<file path="src/common/vision_config.svh">
// vision config: component widths, conversion coefficients, hue sectors, class thresholds
`ifndef VISION_CONFIG_SVH
`define VISION_CONFIG_SVH

// ------------------------------------------------
// pixel format
// ------------------------------------------------
`define PIX_W       8     // bits per color component

// ycbcr -> rgb, 8 fraction bits
`define COEF_Y      298   // 1.164
`define COEF_CR_R   408   // 1.596
`define COEF_CR_G   208   // 0.813
`define COEF_CB_G   100   // 0.392
`define COEF_CB_B   516   // 2.017
`define LUMA_OFS    16
`define CHROMA_OFS  128

// ------------------------------------------------
// hue circle, 240 steps
// ------------------------------------------------
`define HUE_SECTOR  40    // one sixth of the circle
`define HUE_G_BASE  80    // green max offset
`define HUE_B_BASE  160   // blue max offset
`define HUE_FULL    240   // wrap point for red max

// classification windows, centre +/- tolerance
`define HUE_TOL     20
`define HUE_RED     220
`define HUE_ORANGE  20
`define HUE_YELLOW  40
`define HUE_GREEN   85
`define HUE_BLUE    148
`define SAT_HIGH    96    // strong chroma, also black limit
`define SAT_LOW     36    // weak chroma
`define SAT_SPOT    24    // spot detection
`define VAL_DARK    96    // below this counts as dark

`endif

</file>
<file path="src/common/video_pkg.sv">
// video sample formats: ycbcr, rgb888 and hsv pixels passed along the pipeline
`include "vision_config.svh"

package video_pkg;

	// ------------------------------------------------
	// one full 4:4:4 sample out of the 4:2:2 stream
	// ------------------------------------------------
	typedef struct packed {
		logic [`PIX_W-1:0] y;  // luma
		logic [`PIX_W-1:0] cb; // blue difference, shared by the pair
		logic [`PIX_W-1:0] cr; // red difference, shared by the pair
	} ycbcr_pixel_t;

	// clamped rgb888
	typedef struct packed {
		logic [`PIX_W-1:0] r;
		logic [`PIX_W-1:0] g;
		logic [`PIX_W-1:0] b;
	} rgb_pixel_t;

	// ------------------------------------------------
	// hsv with 240 step hue
	// ------------------------------------------------
	typedef struct packed {
		logic [`PIX_W-1:0] h; // 0..239
		logic [`PIX_W-1:0] s; // 0..255
		logic [`PIX_W-1:0] v; // max component
	} hsv_pixel_t;

endpackage

</file>
<file path="src/common/class_pkg.sv">
// classification results: per pixel color flags of the binarizer

package class_pkg;

	// ------------------------------------------------
	// seven flags, msb first
	// ------------------------------------------------
	typedef struct packed {
		logic spot;   // red or yellow, weak saturation allowed
		logic red;
		logic orange;
		logic yellow; // needs high chroma
		logic green;
		logic blue;
		logic black;  // dark and unsaturated
	} color_flags_t;

endpackage

</file>
<file path="src/verilog/ycbcr_capture.sv">
// ycbcr capture: sequences the Cb/Y0/Cr/Y1 byte stream into two full ycbcr pixels
`timescale 1ns/1ps
`include "vision_config.svh"

module ycbcr_capture (
	input  logic                      clk_llc,
	input  logic                      resetx,
	input  logic                      vref,       // frame level
	input  logic                      href,       // line level
	input  logic [`PIX_W-1:0]         video_byte,
	output logic                      ycc_valid,
	output video_pkg::ycbcr_pixel_t   ycc_pixel
);

	localparam logic [1:0] ph_cb = 2'd0;
	localparam logic [1:0] ph_y0 = 2'd1;
	localparam logic [1:0] ph_cr = 2'd2;
	localparam logic [1:0] ph_y1 = 2'd3;

	logic              take;     // byte accepted this edge
	logic [1:0]        phase;    // position inside the quad
	logic [`PIX_W-1:0] cb_q;
	logic [`PIX_W-1:0] y0_q;
	logic [`PIX_W-1:0] cr_q;
	logic [`PIX_W-1:0] y1_q;     // held for second pixel
	logic              y1_pend;  // second pixel due next edge

	assign take = vref & href;

	// ------------------------------------------------
	// phase sequencer, restarts at Cb on blanking
	// ------------------------------------------------
	always_ff @(posedge clk_llc or negedge resetx)
	begin
		if (!resetx)
		begin
			phase   <= ph_cb;
			y1_pend <= 1'b0;
		end
		else
		begin
			if (take)
				phase <= phase + 2'd1;
			else
				phase <= ph_cb; // partial quad dropped
			y1_pend <= take && (phase == ph_y1);
		end
	end

	// byte latches
	always_ff @(posedge clk_llc or negedge resetx)
	begin
		if (!resetx)
		begin
			cb_q <= '0;
			y0_q <= '0;
			cr_q <= '0;
			y1_q <= '0;
		end
		else if (take)
		begin
			case (phase)
				ph_cb:   cb_q <= video_byte;
				ph_y0:   y0_q <= video_byte;
				ph_cr:   cr_q <= video_byte;
				default: y1_q <= video_byte;
			endcase
		end
	end

	// ------------------------------------------------
	// output, Y0 pixel then Y1 pixel on back to back cycles
	// ------------------------------------------------
	always_ff @(posedge clk_llc or negedge resetx)
	begin
		if (!resetx)
		begin
			ycc_valid <= 1'b0;
			ycc_pixel <= '0;
		end
		else if (y1_pend)
		begin
			ycc_valid    <= 1'b1;
			ycc_pixel.y  <= y1_q; // chroma still from this quad
			ycc_pixel.cb <= cb_q;
			ycc_pixel.cr <= cr_q;
		end
		else if (take && (phase == ph_y1))
		begin
			ycc_valid    <= 1'b1;
			ycc_pixel.y  <= y0_q;
			ycc_pixel.cb <= cb_q;
			ycc_pixel.cr <= cr_q;
		end
		else
			ycc_valid <= 1'b0;
	end

endmodule

</file>
<file path="src/color_convert/ycbcr_to_rgb.sv">
// ycbcr to rgb888: two stage fixed point conversion with clamp to 0..255
`timescale 1ns/1ps
`include "vision_config.svh"

module ycbcr_to_rgb (
	input  logic                     clk_llc,
	input  logic                     resetx,
	input  logic                     ycc_valid,
	input  video_pkg::ycbcr_pixel_t  ycc_pixel,
	output logic                     rgb_valid,
	output video_pkg::rgb_pixel_t    rgb_pixel
);

	localparam int ofs_w  = `PIX_W + 2; // offset removed, signed
	localparam int prod_w = 20;         // holds 516 * -128 and sums

	localparam logic signed [11:0] coef_y    = `COEF_Y;
	localparam logic signed [11:0] coef_cr_r = `COEF_CR_R;
	localparam logic signed [11:0] coef_cr_g = `COEF_CR_G;
	localparam logic signed [11:0] coef_cb_g = `COEF_CB_G;
	localparam logic signed [11:0] coef_cb_b = `COEF_CB_B;
	localparam logic signed [ofs_w-1:0] luma_ofs   = `LUMA_OFS;
	localparam logic signed [ofs_w-1:0] chroma_ofs = `CHROMA_OFS;

	logic signed [ofs_w-1:0]  y_ofs, cb_ofs, cr_ofs;
	logic signed [prod_w-1:0] y_prod, r_cr_prod, g_cr_prod, g_cb_prod, b_cb_prod;
	logic                     s1_valid;
	logic signed [prod_w-1:0] r_sum, g_sum, b_sum;

	// floor shift by the fraction bits, then saturate
	function automatic logic [`PIX_W-1:0] clamp_pix(input logic signed [prod_w-1:0] sum);
		logic signed [prod_w-1:0] shifted;
		shifted = sum >>> 8; // arithmetic, rounds toward -inf
		if (shifted < 0)
			return '0;
		else if (shifted > 255)
			return '1;
		else
			return shifted[`PIX_W-1:0];
	endfunction

	assign y_ofs  = $signed({2'b00, ycc_pixel.y}) - luma_ofs;
	assign cb_ofs = $signed({2'b00, ycc_pixel.cb}) - chroma_ofs;
	assign cr_ofs = $signed({2'b00, ycc_pixel.cr}) - chroma_ofs;

	// ------------------------------------------------
	// stage 1: products
	// ------------------------------------------------
	always_ff @(posedge clk_llc or negedge resetx)
	begin
		if (!resetx)
		begin
			s1_valid  <= 1'b0;
			y_prod    <= '0;
			r_cr_prod <= '0;
			g_cr_prod <= '0;
			g_cb_prod <= '0;
			b_cb_prod <= '0;
		end
		else
		begin
			s1_valid <= ycc_valid;
			if (ycc_valid)
			begin
				y_prod    <= coef_y * y_ofs;
				r_cr_prod <= coef_cr_r * cr_ofs;
				g_cr_prod <= coef_cr_g * cr_ofs;
				g_cb_prod <= coef_cb_g * cb_ofs;
				b_cb_prod <= coef_cb_b * cb_ofs;
			end
		end
	end

	assign r_sum = y_prod + r_cr_prod;
	assign g_sum = y_prod - g_cr_prod - g_cb_prod;
	assign b_sum = y_prod + b_cb_prod;

	// stage 2: sum, shift, clamp
	always_ff @(posedge clk_llc or negedge resetx)
	begin
		if (!resetx)
		begin
			rgb_valid <= 1'b0;
			rgb_pixel <= '0;
		end
		else
		begin
			rgb_valid <= s1_valid;
			if (s1_valid)
			begin
				rgb_pixel.r <= clamp_pix(r_sum);
				rgb_pixel.g <= clamp_pix(g_sum);
				rgb_pixel.b <= clamp_pix(b_sum);
			end
		end
	end

endmodule

</file>
<file path="src/color_convert/rgb_to_hsv.sv">
// rgb888 to hsv: max/min and hue difference, then saturation and 240 step hue
`timescale 1ns/1ps
`include "vision_config.svh"

module rgb_to_hsv (
	input  logic                   clk_llc,
	input  logic                   resetx,
	input  logic                   rgb_valid,
	input  video_pkg::rgb_pixel_t  rgb_pixel,
	output logic                   hsv_valid,
	output video_pkg::hsv_pixel_t  hsv_pixel
);

	localparam logic [1:0] sel_r = 2'd0;
	localparam logic [1:0] sel_g = 2'd1;
	localparam logic [1:0] sel_b = 2'd2;

	localparam logic signed [15:0] hue_sector = `HUE_SECTOR;
	localparam logic signed [15:0] hue_full   = `HUE_FULL;
	localparam logic signed [15:0] hue_g_base = `HUE_G_BASE;
	localparam logic signed [15:0] hue_b_base = `HUE_B_BASE;
	localparam logic [15:0]        full_scale = 16'd255;

	logic [`PIX_W-1:0] r, g, b;
	logic [`PIX_W-1:0] c_max, c_min;
	logic signed [`PIX_W:0] diff;  // one extra bit for sign
	logic [1:0]        max_sel;

	logic              s1_valid;
	logic [`PIX_W-1:0] max_q, delta_q;
	logic signed [`PIX_W:0] diff_q;
	logic [1:0]        sel_q;

	logic [15:0]        sat_num, sat_den, sat_full;
	logic signed [15:0] hue_num, hue_den, hue_term, hue_sum;

	assign r = rgb_pixel.r;
	assign g = rgb_pixel.g;
	assign b = rgb_pixel.b;

	// ------------------------------------------------
	// stage 1: max channel, ties go r, g, b
	// ------------------------------------------------
	always_comb
	begin
		if (r >= g && r >= b)
		begin
			max_sel = sel_r;
			c_max   = r;
			diff    = $signed({1'b0, g}) - $signed({1'b0, b});
		end
		else if (g >= b)
		begin
			max_sel = sel_g;
			c_max   = g;
			diff    = $signed({1'b0, b}) - $signed({1'b0, r});
		end
		else
		begin
			max_sel = sel_b;
			c_max   = b;
			diff    = $signed({1'b0, r}) - $signed({1'b0, g});
		end
		c_min = (r <= g && r <= b) ? r : (g <= b) ? g : b;
	end

	always_ff @(posedge clk_llc or negedge resetx)
	begin
		if (!resetx)
		begin
			s1_valid <= 1'b0;
			max_q    <= '0;
			delta_q  <= '0;
			diff_q   <= '0;
			sel_q    <= sel_r;
		end
		else
		begin
			s1_valid <= rgb_valid;
			if (rgb_valid)
			begin
				max_q   <= c_max;
				delta_q <= c_max - c_min;
				diff_q  <= diff;
				sel_q   <= max_sel;
			end
		end
	end

	// ------------------------------------------------
	// stage 2: saturation and hue
	// ------------------------------------------------
	always_comb
	begin
		sat_num  = delta_q * full_scale;
		sat_den  = (max_q == '0) ? 16'd1 : {8'd0, max_q};   // avoid div by zero
		sat_full = sat_num / sat_den;
		hue_num  = diff_q * hue_sector;
		hue_den  = (delta_q == '0) ? 16'sd1 : $signed({8'd0, delta_q});
		hue_term = hue_num / hue_den;   // signed, truncates toward zero
		case (sel_q)
			sel_r:
			begin
				hue_sum = hue_term + hue_full;
				if (hue_sum >= hue_full)
					hue_sum = hue_sum - hue_full; // wrap, red sits around 0
			end
			sel_g:   hue_sum = hue_term + hue_g_base;
			default: hue_sum = hue_term + hue_b_base;
		endcase
	end

	always_ff @(posedge clk_llc or negedge resetx)
	begin
		if (!resetx)
		begin
			hsv_valid <= 1'b0;
			hsv_pixel <= '0;
		end
		else
		begin
			hsv_valid <= s1_valid;
			if (s1_valid)
			begin
				hsv_pixel.v <= max_q;
				hsv_pixel.s <= sat_full[`PIX_W-1:0]; // zero max means zero delta
				hsv_pixel.h <= hue_sum[`PIX_W-1:0];  // grey is red max, wraps to 0
			end
		end
	end

endmodule

</file>
<file path="src/verilog/color_classifier.sv">
// color classifier: hue windows and saturation/value thresholds give the color flags
`timescale 1ns/1ps
`include "vision_config.svh"

module color_classifier (
	input  logic                    clk_llc,
	input  logic                    resetx,
	input  logic                    hsv_valid,
	input  video_pkg::hsv_pixel_t   hsv_pixel,
	output logic                    class_valid,
	output video_pkg::hsv_pixel_t   class_hsv,
	output class_pkg::color_flags_t class_flags
);

	localparam logic [`PIX_W-1:0] sat_high = `SAT_HIGH;
	localparam logic [`PIX_W-1:0] sat_low  = `SAT_LOW;
	localparam logic [`PIX_W-1:0] sat_spot = `SAT_SPOT;
	localparam logic [`PIX_W-1:0] val_dark = `VAL_DARK;

	logic                    is_black;
	logic                    chroma_low, chroma_high;
	logic                    win_r, win_o, win_y, win_g, win_b;
	class_pkg::color_flags_t flags;

	// centre +/- tolerance, both ends inclusive
	function automatic logic in_window(input logic [`PIX_W-1:0] h, input int centre);
		int lo;
		int hi;
		lo = centre - `HUE_TOL;
		hi = centre + `HUE_TOL;
		return (int'(h) >= lo) && (int'(h) <= hi);
	endfunction

	// ------------------------------------------------
	// intermediate terms
	// ------------------------------------------------
	assign is_black    = (hsv_pixel.s < sat_high) && (hsv_pixel.v < val_dark);
	assign chroma_low  = !is_black && (hsv_pixel.s > sat_low);
	assign chroma_high = !is_black && (hsv_pixel.s > sat_high); // yellow only

	assign win_r = in_window(hsv_pixel.h, `HUE_RED);
	assign win_o = in_window(hsv_pixel.h, `HUE_ORANGE);
	assign win_y = in_window(hsv_pixel.h, `HUE_YELLOW);
	assign win_g = in_window(hsv_pixel.h, `HUE_GREEN);
	assign win_b = in_window(hsv_pixel.h, `HUE_BLUE);

	// flags
	always_comb
	begin
		flags.spot   = !is_black && (hsv_pixel.s > sat_spot) && (win_y || win_r);
		flags.red    = chroma_low && win_r;
		flags.orange = chroma_low && win_o;  // overlaps red/yellow edges
		flags.yellow = chroma_high && win_y;
		flags.green  = chroma_low && win_g;
		flags.blue   = chroma_low && win_b;
		flags.black  = is_black;
	end

	// ------------------------------------------------
	// output register, hsv passed along with its flags
	// ------------------------------------------------
	always_ff @(posedge clk_llc or negedge resetx)
	begin
		if (!resetx)
		begin
			class_valid <= 1'b0;
			class_hsv   <= '0;
			class_flags <= '0;
		end
		else
		begin
			class_valid <= hsv_valid;
			if (hsv_valid) // hold last result between pixels
			begin
				class_hsv   <= hsv_pixel;
				class_flags <= flags;
			end
		end
	end

endmodule

</file>
<file path="src/verilog/hsv_color_binarizer.sv">
// hsv color binarizer top: capture, rgb, hsv and classification pipeline
`timescale 1ns/1ps
`include "vision_config.svh"

module hsv_color_binarizer (
	input  logic                    clk_llc,
	input  logic                    resetx,
	input  logic                    vref,
	input  logic                    href,
	input  logic [`PIX_W-1:0]       video_byte,
	output logic                    class_valid,
	output video_pkg::hsv_pixel_t   class_hsv,
	output class_pkg::color_flags_t class_flags
);

	// ------------------------------------------------
	// stage to stage links, one valid pulse per pixel
	// ------------------------------------------------
	logic                    ycc_valid;
	video_pkg::ycbcr_pixel_t ycc_pixel;
	logic                    rgb_valid;
	video_pkg::rgb_pixel_t   rgb_pixel;
	logic                    hsv_valid;
	video_pkg::hsv_pixel_t   hsv_pixel;

	ycbcr_capture ycbcr_capture_inst (
		.clk_llc    (clk_llc),
		.resetx     (resetx),
		.vref       (vref),
		.href       (href),
		.video_byte (video_byte),
		.ycc_valid  (ycc_valid),
		.ycc_pixel  (ycc_pixel)
	);

	ycbcr_to_rgb ycbcr_to_rgb_inst ( // 2 cycles
		.clk_llc   (clk_llc),
		.resetx    (resetx),
		.ycc_valid (ycc_valid),
		.ycc_pixel (ycc_pixel),
		.rgb_valid (rgb_valid),
		.rgb_pixel (rgb_pixel)
	);

	rgb_to_hsv rgb_to_hsv_inst ( // 2 cycles
		.clk_llc   (clk_llc),
		.resetx    (resetx),
		.rgb_valid (rgb_valid),
		.rgb_pixel (rgb_pixel),
		.hsv_valid (hsv_valid),
		.hsv_pixel (hsv_pixel)
	);

	color_classifier color_classifier_inst ( // 1 cycle
		.clk_llc     (clk_llc),
		.resetx      (resetx),
		.hsv_valid   (hsv_valid),
		.hsv_pixel   (hsv_pixel),
		.class_valid (class_valid),
		.class_hsv   (class_hsv),
		.class_flags (class_flags)
	);

endmodule

</file>
<file path="config.mk">
export PLATFORM = sky130hd
export DESIGN_NAME = hsv_color_binarizer
export DESIGN_NICKNAME = d
export VERILOG_FILES = /design/src/common/video_pkg.sv /design/src/common/class_pkg.sv /design/src/verilog/ycbcr_capture.sv /design/src/color_convert/ycbcr_to_rgb.sv /design/src/color_convert/rgb_to_hsv.sv /design/src/verilog/color_classifier.sv /design/src/verilog/hsv_color_binarizer.sv
export VERILOG_INCLUDE_DIRS = /design/src /design/src/common
export SDC_FILE = /design/constraint.sdc
export NUM_CORES = 1
export LEC_CHECK = 0
export ABC_CLOCK_PERIOD_IN_PS = 100700
export BUFFER_PORTS_ARGS = -buffer_cell sky130_fd_sc_hd__buf_2
export CORE_MARGIN = 5
export CORE_UTILIZATION = 60
export CTS_CLUSTER_DIAMETER = 50
export DETAILED_ROUTE_END_ITERATION = 7
export HOLD_SLACK_MARGIN = 0.08
export PLACE_DENSITY = 0.76
export SETUP_SLACK_MARGIN = 0.05
export SLEW_MARGIN = 20
export SYNTH_ARGS = -nofsm -noshare
export SYNTH_HDL_FRONTEND = slang
export SYNTH_HIERARCHICAL = 1
export SYNTH_SLANG_ARGS = --single-unit
</file>
<file path="constraint.sdc">
create_clock -name clk_llc -period 100.7 [get_ports clk_llc]
set_input_delay 10.07 -clock clk_llc [delete_from_list [all_inputs] [get_ports clk_llc]]
set_output_delay 10.07 -clock clk_llc [all_outputs]
set_load 0.01 [all_outputs]
</file>
After elaboration in Yosys (flattened, before gate mapping)

Cells that the tools add are included.

Multiplexer cells: 23
$mul: 7
Magnitude comparators: 27
Add/subtract/negate cells: 16
Bitwise operators: 2
Div/mod/pow operators: 2
Equal/unequal tests: 4
Reductions and logical operators: 29

Operators by type and width:

| operator                | number |
|---|---|
| $mux W8                 | 13 |
| $mux W24                | 2 |
| $add A20 B20 Y20        | 2 |
| $sub A20 B20 Y20        | 2 |
| $gt A12 B9 Y1 const B   | 3 |
| $lt A12 B1 Y1 const B   | 3 |
| $mul A9 B9 Y18 const A  | 2 |
| $div A16 B16 Y16        | 2 |
| $sub A8 B8 Y9           | 3 |
| $ge A8 B8 Y1            | 3 |
| $le A8 B8 Y1            | 3 |
| $mux W9                 | 2 |
| $sub A8 B8 Y9 const B   | 2 |
| $logic_and A1 B1 Y1     | 17 |
| $add A16 B9 Y16 const B | 1 |
| $add A8 B8 Y8 const B   | 2 |
| $ge A16 B9 Y1 const B   | 1 |
| $ge A8 B8 Y1 const B    | 2 |
| $le A8 B6 Y1 const B    | 2 |
| $le A8 B8 Y1 const B    | 2 |
| $logic_not A8 Y1        | 2 |
| $lt A8 B7 Y1 const B    | 2 |
| $mul A7 B9 Y16 const A  | 1 |
| $mul A8 B8 Y16 const B  | 1 |
| other kinds (26)        | 35 |

Output and inout bits: 32
Input bits: 12
Word-level logic and storage cells: 150
Bits in registers: 259

Logic depth before layout (Yosys ltp)

Depth after elaboration: 7
Mapped depth: 199
Depth with buffers taken out: 192

Hierarchy

The synthesis kept the hierarchy.

By module, submodules not included:

| module           | cells each | instances | area an instance (µm²) |
|---|---|---|---|
| rgb_to_hsv       | 2349       | 1         | 17469.3 |
| ycbcr_to_rgb     | 1079       | 1         | 10363.7 |
| ycbcr_capture    | 178        | 1         | 2414.8 |
| color_classifier | 102        | 1         | 1391.3 |

Worst setup path after synthesis

OpenSTA, ideal clock, no wires.

Path kind: reg-to-reg
From: register rgb_to_hsv_inst.diff_q[1]
To: register, netlist name rgb_to_hsv_inst/hsv_pixel[21]
Clock period less this slack: 37257 ps
Data arrival time: 37162 ps
Stages on the path, launching flop included: 180
Path slack: 63443 ps
Path through: dfrtp_1 -> ha_1 -> ha_1 -> inv_1 -> fa_1 -> nand2b_1 -> a21oi_1 -> xor2_1 -> nor4_1 -> a211o_1 -> nand2_1 -> xnor2_1 -> ha_1 -> o21a_1 -> nor2_1 -> or2_2 -> and4_1 -> a211oi_1 -> [... 144 more ...] -> nor2_1 -> nand4b_1 -> o31ai_4 -> nand2_1 -> nor2_1 -> a21oi_1 -> xnor2_1 -> ha_1 -> nor2_1 -> a31oi_1 -> o211ai_1 -> and2_4 -> or2_1 -> o311ai_2 -> o31ai_1 -> nor3_2 -> mux2_1 -> o31ai_1

Word-level cells in the longest chain between the ends: 6

RTL lines:

| element                                        | RTL line                             | text |
|---|---|---|
| start: declaration                             | rgb_to_hsv.sv:31                     | `` logic signed [`PIX_W:0] diff_q; `` |
| start signal: assignment                       | rgb_to_hsv.sv:84                     | `diff_q <= diff;` |
| $mul A9 B4 Y13 *                               | rgb_to_hsv.sv:98                     | `hue_num = diff_q * hue_sector;` |
| $div A16 B16 Y16 *                             | rgb_to_hsv.sv:100                    | `hue_term = hue_num / hue_den;` |
| $add A16 B9 Y16                                | rgb_to_hsv.sv:104                    | `hue_sum = hue_term + hue_full;` |
| $ge A16 B9 Y1 or $sub A8 B5 Y8 (tied branches) | rgb_to_hsv.sv:105, rgb_to_hsv.sv:106 |  |
| $mux W8                                        | rgb_to_hsv.sv:105                    | `if (hue_sum >= hue_full)` |
| $pmux W8 S2 *                                  | rgb_to_hsv.sv:101                    | `case (sel_q)` |

Every way passes the cells marked *; elsewhere a longest branch is shown, timed or not.
A chain may end at the register's enable or synchronous reset.

Worst setup path after layout

From: register rgb_to_hsv_inst.diff_q[0]
To: register, netlist name rgb_to_hsv_inst/hsv_pixel[21]

Word-level cells in the longest chain between the ends: 6

RTL lines:

| element                                        | RTL line |
|---|---|
| $mul A9 B4 Y13 *                               | rgb_to_hsv.sv:98 |
| $div A16 B16 Y16 *                             | rgb_to_hsv.sv:100 |
| $add A16 B9 Y16                                | rgb_to_hsv.sv:104 |
| $ge A16 B9 Y1 or $sub A8 B5 Y8 (tied branches) | rgb_to_hsv.sv:105, rgb_to_hsv.sv:106 |
| $mux W8                                        | rgb_to_hsv.sv:105 |
| $pmux W8 S2 *                                  | rgb_to_hsv.sv:101 |

Marks and branches as above.

==> out/metrics.cfg <==
[status]
status = complete, no violations

[timing]
tns_ns = 0
tightest_slew_ns = 0.955
finalSetupViolCount = 0
slew_violations = 0
hold_violations = 0
timing.slew.headroom_pct = 36.3
fin_crit_ns = 41.50
clock_skew_ns = 0.0290
fmax_mhz = 24.1
rsz0062_at_grt = false
period_share_pct = 41.2

[routing]
drtPass1Iterations = 7
wire_per_inst_um = 17.6
antenna_left = 0
route.vias.total = 27000
drt-total-wl_mm = 78.4
drt_iter0_drc = 1630
drc = 0
via_per_inst = 6.08

[synth]
avgSynthCellArea_sq_um = 8.53
synthDistinctLibCells = 121
ys_warn_count = 6
synth_edf_count = 0
yosys-top-cells-area = dfrtp_1, ha_1, fa_1, mux2_2, inv_1
async_flop_share_pct = 100
synth_area_leader_cell = dfrtp_1
syn-num-nets = 4305
synth_top_area_share_pct = 19.5
ys_seq_elements = 247
seq_area_frac_synth_pct = 19.5
synth_ff_type = dfrtp_1
synth_cells = 3708
syn_area_sq_mm = 0.0316

[clock_tree]
clockRootBuffer = clkbuf_16
cts_hold_buf = 0
cts.sinks = 247
clkTransAtPathRegs_ns = 0.06
cts_buffer_depth = 3
clk_latency_ns = 0.56
cts_setup_buffers = 0
numCtsBuffers = 36
post_cts_resized = 0
cts_tree = yes
htree_levels = 2

[floorplanning]
start_util_pct = 60.3
dieArea_sq_mm = 0.0574
die_w_um = 240
io_pins = 44
coreArea_sq_mm = 0.0524
floorplan.rows = 84
die_y_um = 240

[placement]
port_buffers = 43
hpwlAfterDp_mm = 61.3
gp_congestion = 0.936

[setup_path]
start_kind = register
crit_buf_inv = 6
worstPathMaxFanout = 24
required_ns = 101.16
timing.critical_path.slowest_stage_cell = dfrtp_1
cpPeakStageDelay_ns = 0.65
cp_top_family = compound AO/OA/AOI/OAI gates
critPathKind = register to register
worst_path_most_repeated_cell = o21a_1
endpoint_kind = register
cp.arrival_ns = 41.96

[flow_run]
maxCapViolCount = 0

[cells_and_area]
area_delta_synth_final_pct = 7.17
drive_gt1_share_pct = 9.94
num-fill-cells = 4406
nets = 4331
regArea_sq_mm = 0.00618
antenna_cells = 0
multi_input_area_sq_mm = 0.0238

[global_route]
grt_first_pass_wirelength_mm = 130
grt-ovfl-total = 0
first_global_vias = 25800
antenna_found_initial = 0
grt_max_degree = 115
gr-usage-all-layers_pct = 27.0

[min_path]
hold_path_class = register to register

[logic make-up (layout without fill, tap and decap cells)]
group	count (synthesis)	count (layout)	share of synthesized area, %
adder cells (fa/ha/maj)	585	585	25.3
buffers and inverters	436	489	5.37
multiplexers	195	195	6.92
XOR/XNOR	174	174	4.82
other	1	1	0.0119
AND/OR/NAND/NOR	1055	1055	16.4
flip-flops	247	247	19.5
AO/OA/AOI/OAI	1015	1015	21.6
[Yosys cell counts (all sizes together), types with 24 or more instances]
master / instances
or3: 31
o21ai: 202
mux2i: 43
a21oi: 252
nand2: 299
o21bai: 30
a211oi: 30
dfrtp: 247
ha: 493
nor2: 250
o211ai: 24
clkbuf: 61
mux2: 152
nor2b: 59
xnor2: 112
o21a: 139
o31ai: 52
inv: 351
buf: 24
xor2: 62
nor3: 155
and3: 25
fa: 92
nand3: 51
nand2b: 47
a31oi: 32
a21o: 77
nand4: 32
[cell type report]
cell class	instances	area share, %
multi-input cells	3025	70.2
flip-flops and latches	247	18.2
inverters	351	3.90
clock buffers	44	2.96
well taps	688	2.54
repair buffers	73	1.34
clock inverters	21	0.856
[cell usage in the layout (no fill, tap or decap), types with 12 or more instances in the layout]
cell type  synthesis  layout
nand2b_1          47      47
inv_1            349     349
or3_1             29      29
buf_4              2      29
ha_1             493     493
a21o_1            76      76
mux2i_1           42      42
o31a_1            14      14
a211oi_1          26      26
a31oi_1           31      30
o211ai_1          22      22
and3_1            25      25
o21ai_0          170     170
and2_1            18      18
o31ai_1           50      50
o21ai_1           31      30
clkbuf_16          0      37
xor2_1            62      62
nor2_1           248     247
nand3_1           50      50
xnor2_1          112     112
or2_2             18      18
nor2b_1           59      58
dfrtp_1          247     246
o21a_1           139     139
a21oi_1          248     248
o21bai_1          30      30
fa_1              92      92
nor4_1            18      18
nand2_1          298     298
buf_2              6      42
nand4_1           32      32
mux2_4            12      12
mux2_2           139     139
nor3_1           150     150
[state kept, by name, indices dropped and copies added (netlist names), 8 cells and up]
| register | count |
|---|---|
| ycbcr_to_rgb_inst/y_prod | 17 |
| ycbcr_capture_inst/cb_q | 8 |
| ycbcr_to_rgb_inst/g_cr_prod | 14 |
| ycbcr_capture_inst/y0_q | 8 |
| rgb_to_hsv_inst/hsv_pixel | 24 |
| rgb_to_hsv_inst/max_q | 8 |
| color_classifier_inst/class_hsv | 24 |
| ycbcr_to_rgb_inst/g_cb_prod | 12 |
| ycbcr_capture_inst/ycc_pixel | 24 |
| rgb_to_hsv_inst/delta_q | 8 |
| ycbcr_to_rgb_inst/rgb_pixel | 24 |
| ycbcr_to_rgb_inst/r_cr_prod | 15 |
| ycbcr_to_rgb_inst/b_cb_prod | 18 |
| rgb_to_hsv_inst/diff_q | 9 |
| ycbcr_capture_inst/cr_q | 8 |
| ycbcr_capture_inst/y1_q | 8 |
[tightest hold or removal path: stages, from the launching register on]
cell,delay [ns]
dfrtp_1,0.34
nand2_1,0.05
nand2_1,0.06
[path summary, 6_finish.rpt]
check,startpoint,depth (start not counted),slack (ns),to
setup / recovery,rgb_to_hsv_inst/diff_q[0]$_DFFE_PN0P_,163,59.20,rgb_to_hsv_inst/hsv_pixel[21]$_DFFE_PN0P_
hold / removal,ycbcr_capture_inst/y1_q[5]$_DFFE_PN0P_,2,0.48,ycbcr_capture_inst/y1_q[5]$_DFFE_PN0P_
setup reg to reg,rgb_to_hsv_inst/diff_q[0]$_DFFE_PN0P_,163,59.20,rgb_to_hsv_inst/hsv_pixel[21]$_DFFE_PN0P_
hold reg to reg,ycbcr_capture_inst/y1_q[5]$_DFFE_PN0P_,2,0.48,ycbcr_capture_inst/y1_q[5]$_DFFE_PN0P_
max in group asynchronous,resetx,2,89.50,ycbcr_capture_inst/ycc_valid$_DFF_PN0_
min in group asynchronous,resetx,1,9.54,rgb_to_hsv_inst/hsv_pixel[12]$_DFFE_PN0P_
[stage by stage]
stage          hold WS [ns]  cells  instance area [sq um]  util, %  worst slack (ns)
3_3_place_gp          0.459   4383                  32600     62.2             59.55
3_5_place_dp          0.463   4383                  32600     62.2             59.38
5_1_grt               0.502   4449                  33900     64.7             56.39
2_1_floorplan         0.352   3708                  31600        -             63.44
4_1_cts               0.480   4448                  33900     64.6             59.13
6_report              0.479   4449                  33900     64.7             59.20
[metal layers]
metal,vias to the layer above,global-route usage (%),part of all wire (%)
met2,543,46.0,47
met1,12900,36.0,46
li1,13500,-,-
met5,-,0,0
met3,156,2.83,3.7
met4,0,9.01,3.4
Power is not shown: default switching activity piles up to over one toggle a cycle in this logic, so the estimate is an artifact.
